===== src/source/hood_pkg.sv =====
package hood_pkg;

    // state codes follow the old control word, SEARCH moved off the MENU code
    typedef enum logic [6:0] {
        SHUTDOWN        = 7'b000_0000,
        STANDBY         = 7'b100_0000,
        MENU            = 7'b101_0000,
        GEAR_ONE        = 7'b101_0100,
        GEAR_TWO        = 7'b101_1000,
        STORM           = 7'b101_1100,
        CLEAN           = 7'b101_0010,
        SEARCH          = 7'b110_0000, // free code
        SEARCH_WORK     = 7'b110_0100,
        SEARCH_SWITCH   = 7'b110_1000,
        SEARCH_REMIND   = 7'b110_1100,
        SET_SWITCH_HOUR = 7'b111_1001,
        SET_SWITCH_MIN  = 7'b111_1010,
        SET_SWITCH_SEC  = 7'b111_1011,
        SET_REMIND_HOUR = 7'b111_1101,
        SET_REMIND_MIN  = 7'b111_1110,
        SET_REMIND_SEC  = 7'b111_1111
    } hood_state_t;

    typedef struct packed {
        logic [3:0] hour_tens;
        logic [3:0] hour_ones;
        logic [3:0] min_tens;
        logic [3:0] min_ones;
        logic [3:0] sec_tens;
        logic [3:0] sec_ones;
    } bcd_time_t;

    typedef struct packed {
        logic a;
        logic s;
        logic d;
        logic w;
        logic x;
    } hood_keys_t;

    typedef enum logic [7:0] {
        TAG_NOW       = 8'd0,
        TAG_WORK      = 8'd1,
        TAG_SWITCH    = 8'd2,
        TAG_REMIND    = 8'd3,
        TAG_COUNTDOWN = 8'd4
    } display_tag_t;

    typedef struct packed {
        bcd_time_t    value; // upper 24 bits of the display word
        display_tag_t tag;
    } hood_display_t;

    typedef enum logic [1:0] {FIELD_HOUR, FIELD_MIN, FIELD_SEC} bcd_field_t;

    localparam bcd_time_t DEFAULT_SWITCH_TIME = 24'h00_00_05;
    localparam bcd_time_t DEFAULT_REMIND_TIME = 24'h10_00_00;
    localparam bcd_time_t STORM_TIME          = 24'h00_01_00;
    localparam bcd_time_t CLEAN_TIME          = 24'h00_03_00;

    // two-digit bcd step up, wraps max -> 00
    function automatic logic [7:0] bcd2_inc(input logic [3:0] tens, input logic [3:0] ones,
                                            input logic [7:0] max);
        if ({tens, ones} == max) return 8'h00;
        if (ones == 4'd9) return {tens + 4'd1, 4'd0}; // carry into tens
        return {tens, ones + 4'd1};
    endfunction

    // two-digit bcd step down, 00 -> max
    function automatic logic [7:0] bcd2_dec(input logic [3:0] tens, input logic [3:0] ones,
                                            input logic [7:0] max);
        if ({tens, ones} == 8'h00) return max;
        if (ones == 4'd0) return {tens - 4'd1, 4'd9}; // borrow from tens
        return {tens, ones - 4'd1};
    endfunction

    function automatic bcd_time_t bcd_time_next(input bcd_time_t t);
        bcd_time_t r;
        r = t;
        {r.sec_tens, r.sec_ones} = bcd2_inc(t.sec_tens, t.sec_ones, 8'h59);
        if ({t.sec_tens, t.sec_ones} == 8'h59) begin
            {r.min_tens, r.min_ones} = bcd2_inc(t.min_tens, t.min_ones, 8'h59);
            if ({t.min_tens, t.min_ones} == 8'h59)
                {r.hour_tens, r.hour_ones} = bcd2_inc(t.hour_tens, t.hour_ones, 8'h23);
        end
        return r;
    endfunction

    function automatic bcd_time_t bcd_time_prev(input bcd_time_t t);
        bcd_time_t r;
        r = t;
        if (t == '0) return t; // holds at zero
        {r.sec_tens, r.sec_ones} = bcd2_dec(t.sec_tens, t.sec_ones, 8'h59);
        if ({t.sec_tens, t.sec_ones} == 8'h00) begin
            {r.min_tens, r.min_ones} = bcd2_dec(t.min_tens, t.min_ones, 8'h59);
            if ({t.min_tens, t.min_ones} == 8'h00) // hour nonzero here
                {r.hour_tens, r.hour_ones} = bcd2_dec(t.hour_tens, t.hour_ones, 8'h23);
        end
        return r;
    endfunction

    function automatic bcd_time_t bcd_field_inc(input bcd_time_t t, input bcd_field_t f);
        bcd_time_t r;
        r = t;
        case (f)
            FIELD_HOUR: {r.hour_tens, r.hour_ones} = bcd2_inc(t.hour_tens, t.hour_ones, 8'h23);
            FIELD_MIN:  {r.min_tens, r.min_ones} = bcd2_inc(t.min_tens, t.min_ones, 8'h59);
            default:    {r.sec_tens, r.sec_ones} = bcd2_inc(t.sec_tens, t.sec_ones, 8'h59);
        endcase
        return r;
    endfunction

endpackage

===== src/source/hood_top.sv =====
module hood_top
    import hood_pkg::*;
#(
    parameter int unsigned CYCLES_PER_SEC = 100000000
) (
    input  logic          clk,
    input  logic          rst,
    input  hood_keys_t    keys, // one-cycle strobes, at most one high
    output hood_state_t   state,
    output hood_display_t display
);

    logic      tick;
    logic      win_arm;
    logic      win_clear;
    logic      win_open;
    logic      cd_done;
    bcd_time_t now_time;
    bcd_time_t work_time;
    bcd_time_t countdown;
    bcd_time_t switch_time; // also the power window length
    bcd_time_t remind_time;

    second_tick #(.CYCLES_PER_SEC(CYCLES_PER_SEC)) second_tick_i (
        .clk (clk),
        .rst (rst),
        .tick(tick)
    );

    hood_timekeeper hood_timekeeper_i (
        .clk      (clk),
        .rst      (rst),
        .tick     (tick),
        .state    (state),
        .now_time (now_time),
        .work_time(work_time),
        .countdown(countdown),
        .cd_done  (cd_done)
    );

    power_key_window power_key_window_i (
        .clk  (clk),
        .rst  (rst),
        .tick (tick),
        .arm  (win_arm),
        .clear(win_clear),
        .limit(switch_time),
        .open (win_open)
    );

    hood_settings hood_settings_i (
        .clk        (clk),
        .rst        (rst),
        .state      (state),
        .keys       (keys),
        .switch_time(switch_time),
        .remind_time(remind_time)
    );

    hood_fsm hood_fsm_i (
        .clk        (clk),
        .rst        (rst),
        .keys       (keys),
        .win_open   (win_open),
        .cd_done    (cd_done),
        .now_time   (now_time),
        .work_time  (work_time),
        .countdown  (countdown),
        .switch_time(switch_time),
        .remind_time(remind_time),
        .state      (state),
        .win_arm    (win_arm),
        .win_clear  (win_clear),
        .display    (display)
    );

endmodule


===== src/source/hood_fsm.sv =====
module hood_fsm
    import hood_pkg::*;
(
    input  logic          clk,
    input  logic          rst,
    input  hood_keys_t    keys,
    input  logic          win_open,
    input  logic          cd_done,
    input  bcd_time_t     now_time,
    input  bcd_time_t     work_time,
    input  bcd_time_t     countdown,
    input  bcd_time_t     switch_time,
    input  bcd_time_t     remind_time,
    output hood_state_t   state,
    output logic          win_arm,
    output logic          win_clear,
    output hood_display_t display
);

    hood_state_t state_next;
    logic        storm_used; // storm allowed once per power-on

    always_comb begin
        state_next = state;
        win_arm    = 1'b0;
        win_clear  = 1'b0;
        case (state)
            SHUTDOWN: begin
                if (keys.a) begin
                    win_arm = 1'b1; // first half of power-on
                end else if (keys.d && win_open) begin
                    state_next = STANDBY;
                    win_clear  = 1'b1;
                end
            end
            STANDBY: begin
                if (keys.a && win_open) begin
                    state_next = SHUTDOWN; // d then a powers off
                    win_clear  = 1'b1;
                end else if (keys.d) begin
                    win_arm = 1'b1;
                end else if (keys.w) begin
                    state_next = MENU;
                end else if (keys.x) begin
                    state_next = SEARCH;
                end
            end
            MENU: begin
                if (keys.a)                    state_next = GEAR_ONE;
                else if (keys.s)               state_next = GEAR_TWO;
                else if (keys.d && !storm_used) state_next = STORM;
                else if (keys.x)               state_next = CLEAN;
            end
            GEAR_ONE: begin
                if (keys.s)      state_next = GEAR_TWO;
                else if (keys.w) state_next = STANDBY;
            end
            GEAR_TWO: if (keys.w) state_next = STANDBY;
            STORM:    if (cd_done) state_next = GEAR_TWO; // storm settles into gear two
            CLEAN:    if (cd_done) state_next = STANDBY;
            SEARCH: begin
                if (keys.a)      state_next = SEARCH_WORK;
                else if (keys.s) state_next = SEARCH_SWITCH;
                else if (keys.d) state_next = SEARCH_REMIND;
                else if (keys.w) state_next = STANDBY;
            end
            SEARCH_WORK: if (keys.w) state_next = SEARCH;
            SEARCH_SWITCH: begin
                if (keys.w)      state_next = SEARCH;
                else if (keys.x) state_next = SET_SWITCH_HOUR;
            end
            SEARCH_REMIND: begin
                if (keys.w)      state_next = SEARCH;
                else if (keys.x) state_next = SET_REMIND_HOUR;
            end
            // s walks hour -> min -> sec -> view, a is taken by hood_settings
            SET_SWITCH_HOUR: if (keys.s) state_next = SET_SWITCH_MIN;
            SET_SWITCH_MIN:  if (keys.s) state_next = SET_SWITCH_SEC;
            SET_SWITCH_SEC:  if (keys.s) state_next = SEARCH_SWITCH;
            SET_REMIND_HOUR: if (keys.s) state_next = SET_REMIND_MIN;
            SET_REMIND_MIN:  if (keys.s) state_next = SET_REMIND_SEC;
            SET_REMIND_SEC:  if (keys.s) state_next = SEARCH_REMIND;
            default: state_next = SHUTDOWN;
        endcase
    end

    always_ff @(posedge clk or negedge rst) begin
        if (!rst) begin
            state      <= SHUTDOWN;
            storm_used <= 1'b0;
        end else begin
            state <= state_next;
            if (state == SHUTDOWN)
                storm_used <= 1'b0;
            else if (state == STORM)
                storm_used <= 1'b1;
        end
    end

    // registered display word, one cycle behind state
    always_ff @(posedge clk or negedge rst) begin
        if (!rst) begin
            display <= '{value: '0, tag: TAG_NOW};
        end else begin
            case (state)
                SEARCH_WORK:
                    display <= '{value: work_time, tag: TAG_WORK};
                SEARCH_SWITCH, SET_SWITCH_HOUR, SET_SWITCH_MIN, SET_SWITCH_SEC:
                    display <= '{value: switch_time, tag: TAG_SWITCH};
                SEARCH_REMIND, SET_REMIND_HOUR, SET_REMIND_MIN, SET_REMIND_SEC:
                    display <= '{value: remind_time, tag: TAG_REMIND};
                STORM, CLEAN:
                    display <= '{value: countdown, tag: TAG_COUNTDOWN};
                default:
                    display <= '{value: now_time, tag: TAG_NOW}; // clock of day
            endcase
        end
    end

endmodule


===== src/source/hood_settings.sv =====
module hood_settings
    import hood_pkg::*;
(
    input  logic        clk,
    input  logic        rst,
    input  hood_state_t state,
    input  hood_keys_t  keys,
    output bcd_time_t   switch_time,
    output bcd_time_t   remind_time
);

    always_ff @(posedge clk or negedge rst) begin
        if (!rst) begin
            switch_time <= DEFAULT_SWITCH_TIME;
            remind_time <= DEFAULT_REMIND_TIME;
        end else if (state == SHUTDOWN) begin
            switch_time <= DEFAULT_SWITCH_TIME; // power-off restores defaults
            remind_time <= DEFAULT_REMIND_TIME;
        end else if (keys.a) begin
            // a bumps the field named by the edit state
            case (state)
                SET_SWITCH_HOUR: switch_time <= bcd_field_inc(switch_time, FIELD_HOUR);
                SET_SWITCH_MIN:  switch_time <= bcd_field_inc(switch_time, FIELD_MIN);
                SET_SWITCH_SEC:  switch_time <= bcd_field_inc(switch_time, FIELD_SEC);
                SET_REMIND_HOUR: remind_time <= bcd_field_inc(remind_time, FIELD_HOUR);
                SET_REMIND_MIN:  remind_time <= bcd_field_inc(remind_time, FIELD_MIN);
                SET_REMIND_SEC:  remind_time <= bcd_field_inc(remind_time, FIELD_SEC);
                default: ; // a means something else here
            endcase
        end
    end

endmodule


===== src/source/power_key_window.sv =====
module power_key_window
    import hood_pkg::*;
(
    input  logic      clk,
    input  logic      rst,
    input  logic      tick,
    input  logic      arm,
    input  logic      clear,
    input  bcd_time_t limit,
    output logic      open
);

    bcd_time_t elapsed; // whole seconds since arm
    bcd_time_t elapsed_next;

    assign elapsed_next = bcd_time_next(elapsed);

    always_ff @(posedge clk or negedge rst) begin
        if (!rst) begin
            open    <= 1'b0;
            elapsed <= '0;
        end else if (clear) begin
            open <= 1'b0;
        end else if (arm) begin
            open    <= 1'b1; // re-arm restarts the count
            elapsed <= '0;
        end else if (open && tick) begin
            elapsed <= elapsed_next;
            if (elapsed_next >= limit) // bcd digits order like binary
                open <= 1'b0;
        end
    end

endmodule


===== src/source/hood_timekeeper.sv =====
module hood_timekeeper
    import hood_pkg::*;
(
    input  logic        clk,
    input  logic        rst,
    input  logic        tick,
    input  hood_state_t state,
    output bcd_time_t   now_time,
    output bcd_time_t   work_time,
    output bcd_time_t   countdown,
    output logic        cd_done
);

    hood_state_t prev_state; // for entry detect
    logic        fan_on;

    assign fan_on = (state == GEAR_ONE) || (state == GEAR_TWO) || (state == STORM);

    // clock of day and work time
    always_ff @(posedge clk or negedge rst) begin
        if (!rst) begin
            now_time  <= '0;
            work_time <= '0;
        end else if (state == SHUTDOWN) begin
            now_time  <= '0; // both held while off
            work_time <= '0;
        end else if (tick) begin
            now_time <= bcd_time_next(now_time);
            if (fan_on)
                work_time <= bcd_time_next(work_time); // only while a gear runs
        end
    end

    // storm / clean countdown
    always_ff @(posedge clk or negedge rst) begin
        if (!rst) begin
            prev_state <= SHUTDOWN;
            countdown  <= '0;
            cd_done    <= 1'b0;
        end else begin
            prev_state <= state;
            cd_done    <= 1'b0;
            if (state == STORM && prev_state != STORM) begin
                countdown <= STORM_TIME;
            end else if (state == CLEAN && prev_state != CLEAN) begin
                countdown <= CLEAN_TIME;
            end else if (tick && countdown != '0) begin
                countdown <= bcd_time_prev(countdown);
                if (countdown == 24'h00_00_01)
                    cd_done <= 1'b1; // pulses once as the count reaches zero
            end
        end
    end

endmodule


===== src/source/second_tick.sv =====
module second_tick #(
    parameter int unsigned CYCLES_PER_SEC = 100000000
) (
    input  logic clk,
    input  logic rst,
    output logic tick
);

    logic [$clog2(CYCLES_PER_SEC + 1)-1:0] cnt; // cycles within the current second

    always_ff @(posedge clk or negedge rst) begin
        if (!rst) begin
            cnt  <= '0;
            tick <= 1'b0;
        end else if (cnt == $bits(cnt)'(CYCLES_PER_SEC - 1)) begin
            cnt  <= '0;
            tick <= 1'b1; // one cycle wide
        end else begin
            cnt  <= cnt + 1'b1;
            tick <= 1'b0;
        end
    end

endmodule


===== config.mk =====
export PLATFORM = sky130hd
export DESIGN_NAME = hood_top
export DESIGN_NICKNAME = d
export VERILOG_FILES = /design/src/source/hood_pkg.sv /design/src/source/hood_top.sv /design/src/source/hood_fsm.sv /design/src/source/hood_settings.sv /design/src/source/power_key_window.sv /design/src/source/hood_timekeeper.sv /design/src/source/second_tick.sv
export SDC_FILE = /design/constraint.sdc
export NUM_CORES = 1
export LEC_CHECK = 0
export ABC_AREA = 1
export BUFFER_PORTS_ARGS = -buffer_cell sky130_fd_sc_hd__buf_2
export CAP_MARGIN = 40
export CELL_PAD_IN_SITES_DETAIL_PLACEMENT = 1
export CELL_PAD_IN_SITES_GLOBAL_PLACEMENT = 1
export CORE_ASPECT_RATIO = 1.75
export CORE_MARGIN = 2
export CORE_UTILIZATION = 51
export CTS_CLUSTER_SIZE = 25
export DETAILED_ROUTE_END_ITERATION = 8
export GPL_TIMING_DRIVEN = 1
export HOLD_SLACK_MARGIN = 0.08
export PLACE_DENSITY = 0.95
export SYNTH_ARGS = -nofsm -noshare
export SYNTH_HDL_FRONTEND = slang
export SYNTH_HIERARCHICAL = 1
export SYNTH_SLANG_ARGS = --single-unit

===== constraint.sdc =====
create_clock -name clk -period 5.07 [get_ports clk]
set_input_delay 1.014 -clock clk [delete_from_list [all_inputs] [get_ports clk]]
set_output_delay 1.014 -clock clk [all_outputs]
set_load 0.02 [all_outputs]

==> out/metrics.cfg <==
[final_layout]
drive_above_1_share_pct=12.1
nNetsFinal=2143
layout_commonest_cell=nand2_1
final_cell_mix=nand2_1, nand3_1, inv_1, dfrtp_1, nor2_1
diodes=0
fin_cells=2440
synthToLayoutAreaGrowth_pct=8.65

[drt]
vias=14447
vias_per_cell=5.92
wl_met1_mm=17.1
route.antenna.remaining_nets=0
met3_length_mm=2.14
drt-initial-drc-count=744
wl_met2_mm=26.9
wl_per_cell_um=20.5
wirelength_mm=50.1
drc=0
topRoutingLayerUsed=met4
dr.pass1.iters=5

[floorplanning]
die_h_um=231
core_area_um2=29100
rows=83
initial_utilization_pct=51.5
die_area_um2=30800
io_pins=46
die_x_um=133

[power_and_ir_drop]
power.internal_uw=3830
p_leak_uw=0.00827
p_clk_share_pct=26.0
swShare_pct=46.6
powerDensity_nw_per_um2=441
comb_power_share_pct=42.8
vdd.ir_drop.worst_mv=0.272
power_switching_uw=3340
power_frac_seq_pct=31.3

[clock_tree]
cts_hold_buf=0
cts_buffer_depth=3
htreeDepth=1
cts_buffers=23
clk_pin_slew_ns=0.06
cts_setup_buffers=0
cts_root_buffer=clkbuf_16
clock_sinks=216
tritoncts=done
clk_latency_ns=0.54
cts_resized=0

[worst_setup_path]
cp-startpoint=hood_fsm_i/state[0]$_DFFE_PN0P_
endpoint_kind=flop
rrSetupSlack_ns=1.35
r2r_end=power_key_window_i/elapsed[8]$_DFFE_PN0P_
cp.required_ns=5.53
reg2reg_from=hood_fsm_i/state[0]$_DFFE_PN0P_
endpoint=power_key_window_i/elapsed[8]$_DFFE_PN0P_
cp-start-kind=flop
path_max_fanout=19
reg2regPathDepth=12
critPathKind=flop to flop
cp.arrival_ns=4.18

[grt]
grt_pass1_wl_mm=80.7
track_usage_pct=32.7
antenna_found_initial=0
grt_pass1_vias=15933
grt_max_degree=112
grt_overflow=0

[logic_synthesis]
yosys_warnings=6
ys_types=55
syn_area_um2=15000
synth_edf_count=0
synth-seq-cells=216
synthFlopType=dfrtp_1
synth_cells=2000
ys_seq_area_share_pct=36.1
avgSynthCellArea_um2=7.48
yosys.area.top_type=dfrtp_1
synthTopCellsByArea=dfrtp_1, nand2_1, nand3_1
async_flop_share_pct=100
synth_top_area_share_pct=35.6

[placed_design]
portBuffers=40
dp_cells=2398
hpwl_mm=36.4
gp_congestion=0.906

[sta]
final-setup-viol-count=0
layout_min_cycle_time_ns=3.72
rsz0062_at_grt=no
fmax_ghz=0.269
finalHoldViolations=0
clock_skew_ns=0.0170
report.final.slew_viol_count=0
hold_ws_ns=0.483
fin_crit_sh_pct=73.4
tightestPinTransition_ns=0.937
maxSlewHeadroom_pct=37.5
tns_ns=0

[min_path]
hp-class=flop to flop

[run_status]
status=finished, final reports clean

[run]
drv_cap=0

[power by group through the flow]
| stage | combinational (µW) | sequential [µW] | clock (µW) |
|---|---|---|---|
| after global placement | 2780 | 2230 | 0 |
| final | 3070 | 2240 | 1860 |
| after CTS | 3020 | 2230 | 1890 |
| after floorplan | 2200 | 2200 | 0 |
| after global routing | 3340 | 2260 | 1940 |
| after detailed placement | 2960 | 2260 | 0 |
[Yosys cell counts (16+ instances only)]
| library cell | number |
|---|---|
| nor3_1 | 29 |
| ha_1 | 95 |
| o21ai_1 | 31 |
| nor2_1 | 207 |
| o21ai_0 | 50 |
| dfrtp_1 | 213 |
| xor2_1 | 41 |
| inv_1 | 228 |
| nand3_2 | 24 |
| nor2_2 | 22 |
| nand4_1 | 40 |
| nand3_1 | 244 |
| nand2_1 | 517 |
| nand2_2 | 26 |
| a21oi_1 | 56 |
| nor2_4 | 16 |
[per-stage QoR]
step	setup WS [ns]	utilization, %	power [µW]	instance area (µm²)
finish	1.35	55.9	7170	16300
global route	1.06	55.9	7550	16300
CTS	1.44	55.9	7140	16300
detailed placement	1.34	53.1	5220	15400
global placement	1.54	53.1	5020	15400
floorplan	2.61	-	4400	15000
[per-layer routing]
layer / global-route usage, % / up-vias
met5: 0 / -
met4: 24.3 / 0
li1: - / 6561
met1: 32.0 / 7165
met3: 4.26 / 246
met2: 61.6 / 475
[worst min path at each step]
stage	start	slack, ns	depth (start not counted)	to
3_5_place_dp	second_tick_i/cnt[0]$_DFF_PN0_	0.47	1	second_tick_i/cnt[0]$_DFF_PN0_
5_1_grt	second_tick_i/cnt[0]$_DFF_PN0_	0.54	1	second_tick_i/cnt[0]$_DFF_PN0_
3_3_place_gp	second_tick_i/cnt[0]$_DFF_PN0_	0.45	1	second_tick_i/cnt[0]$_DFF_PN0_
4_1_cts	second_tick_i/cnt[0]$_DFF_PN0_	0.49	1	second_tick_i/cnt[0]$_DFF_PN0_
2_1_floorplan	second_tick_i/cnt[0]$_DFF_PN0_	0.43	1	second_tick_i/cnt[0]$_DFF_PN0_
6_report	second_tick_i/cnt[0]$_DFF_PN0_	0.48	1	second_tick_i/cnt[0]$_DFF_PN0_
[cell type report]
type                    instances  area, µm²
fillers                      3691      12800
clock inverters                11        173
multi-input cells            1512       8380
repair buffers                 46        255
inverters                     242        916
clock buffers                  31        646
well taps                     382        478
flip-flops and latches        216       5410
[cell families (layout without fill, tap and decap cells)]
| family | after synthesis | count (layout) | share of synthesized area, % |
|---|---|---|---|
| AND/OR/NAND/NOR | 1180 | 1180 | 37.5 |
| buffers and inverters | 276 | 330 | 7.94 |
| flip-flops | 216 | 216 | 36.1 |
| AO/OA/AOI/OAI | 183 | 183 | 7.53 |
| adder cells (fa/ha/maj) | 95 | 95 | 7.94 |
| XOR/XNOR | 48 | 48 | 2.81 |
| other | 1 | 5 | 0.0251 |
| multiplexers | 1 | 1 | 0.0669 |
[state kept, by name (all words and copies together), names as in the netlist]
signal and count:
hood_settings_i/switch_time 24, hood_timekeeper_i/prev_state 7, power_key_window_i/elapsed 24, hood_timekeeper_i/countdown 24, power_key_window_i/open 1, hood_fsm_i/storm_used 1, hood_settings_i/remind_time 24, hood_fsm_i/state 7
hood_timekeeper_i/work_time 24, second_tick_i/cnt 27, hood_fsm_i/display 27, second_tick_i/tick 1, hood_timekeeper_i/now_time 24, hood_timekeeper_i/cd_done 1
[critical path, cell delays in order, from the launching register on]
cell     delay (ns)
dfrtp_1        0.59
nor2_2         0.35
nand2_2        0.14
inv_1          0.13
nand2_1        0.11
o21ai_0        0.52
inv_1          0.19
a21oi_4        0.62
inv_2          0.24
nor2_2         0.15
buf_4          0.23
inv_2          0.18
o21ai_0        0.19
Power figures use the tool's default switching activity.
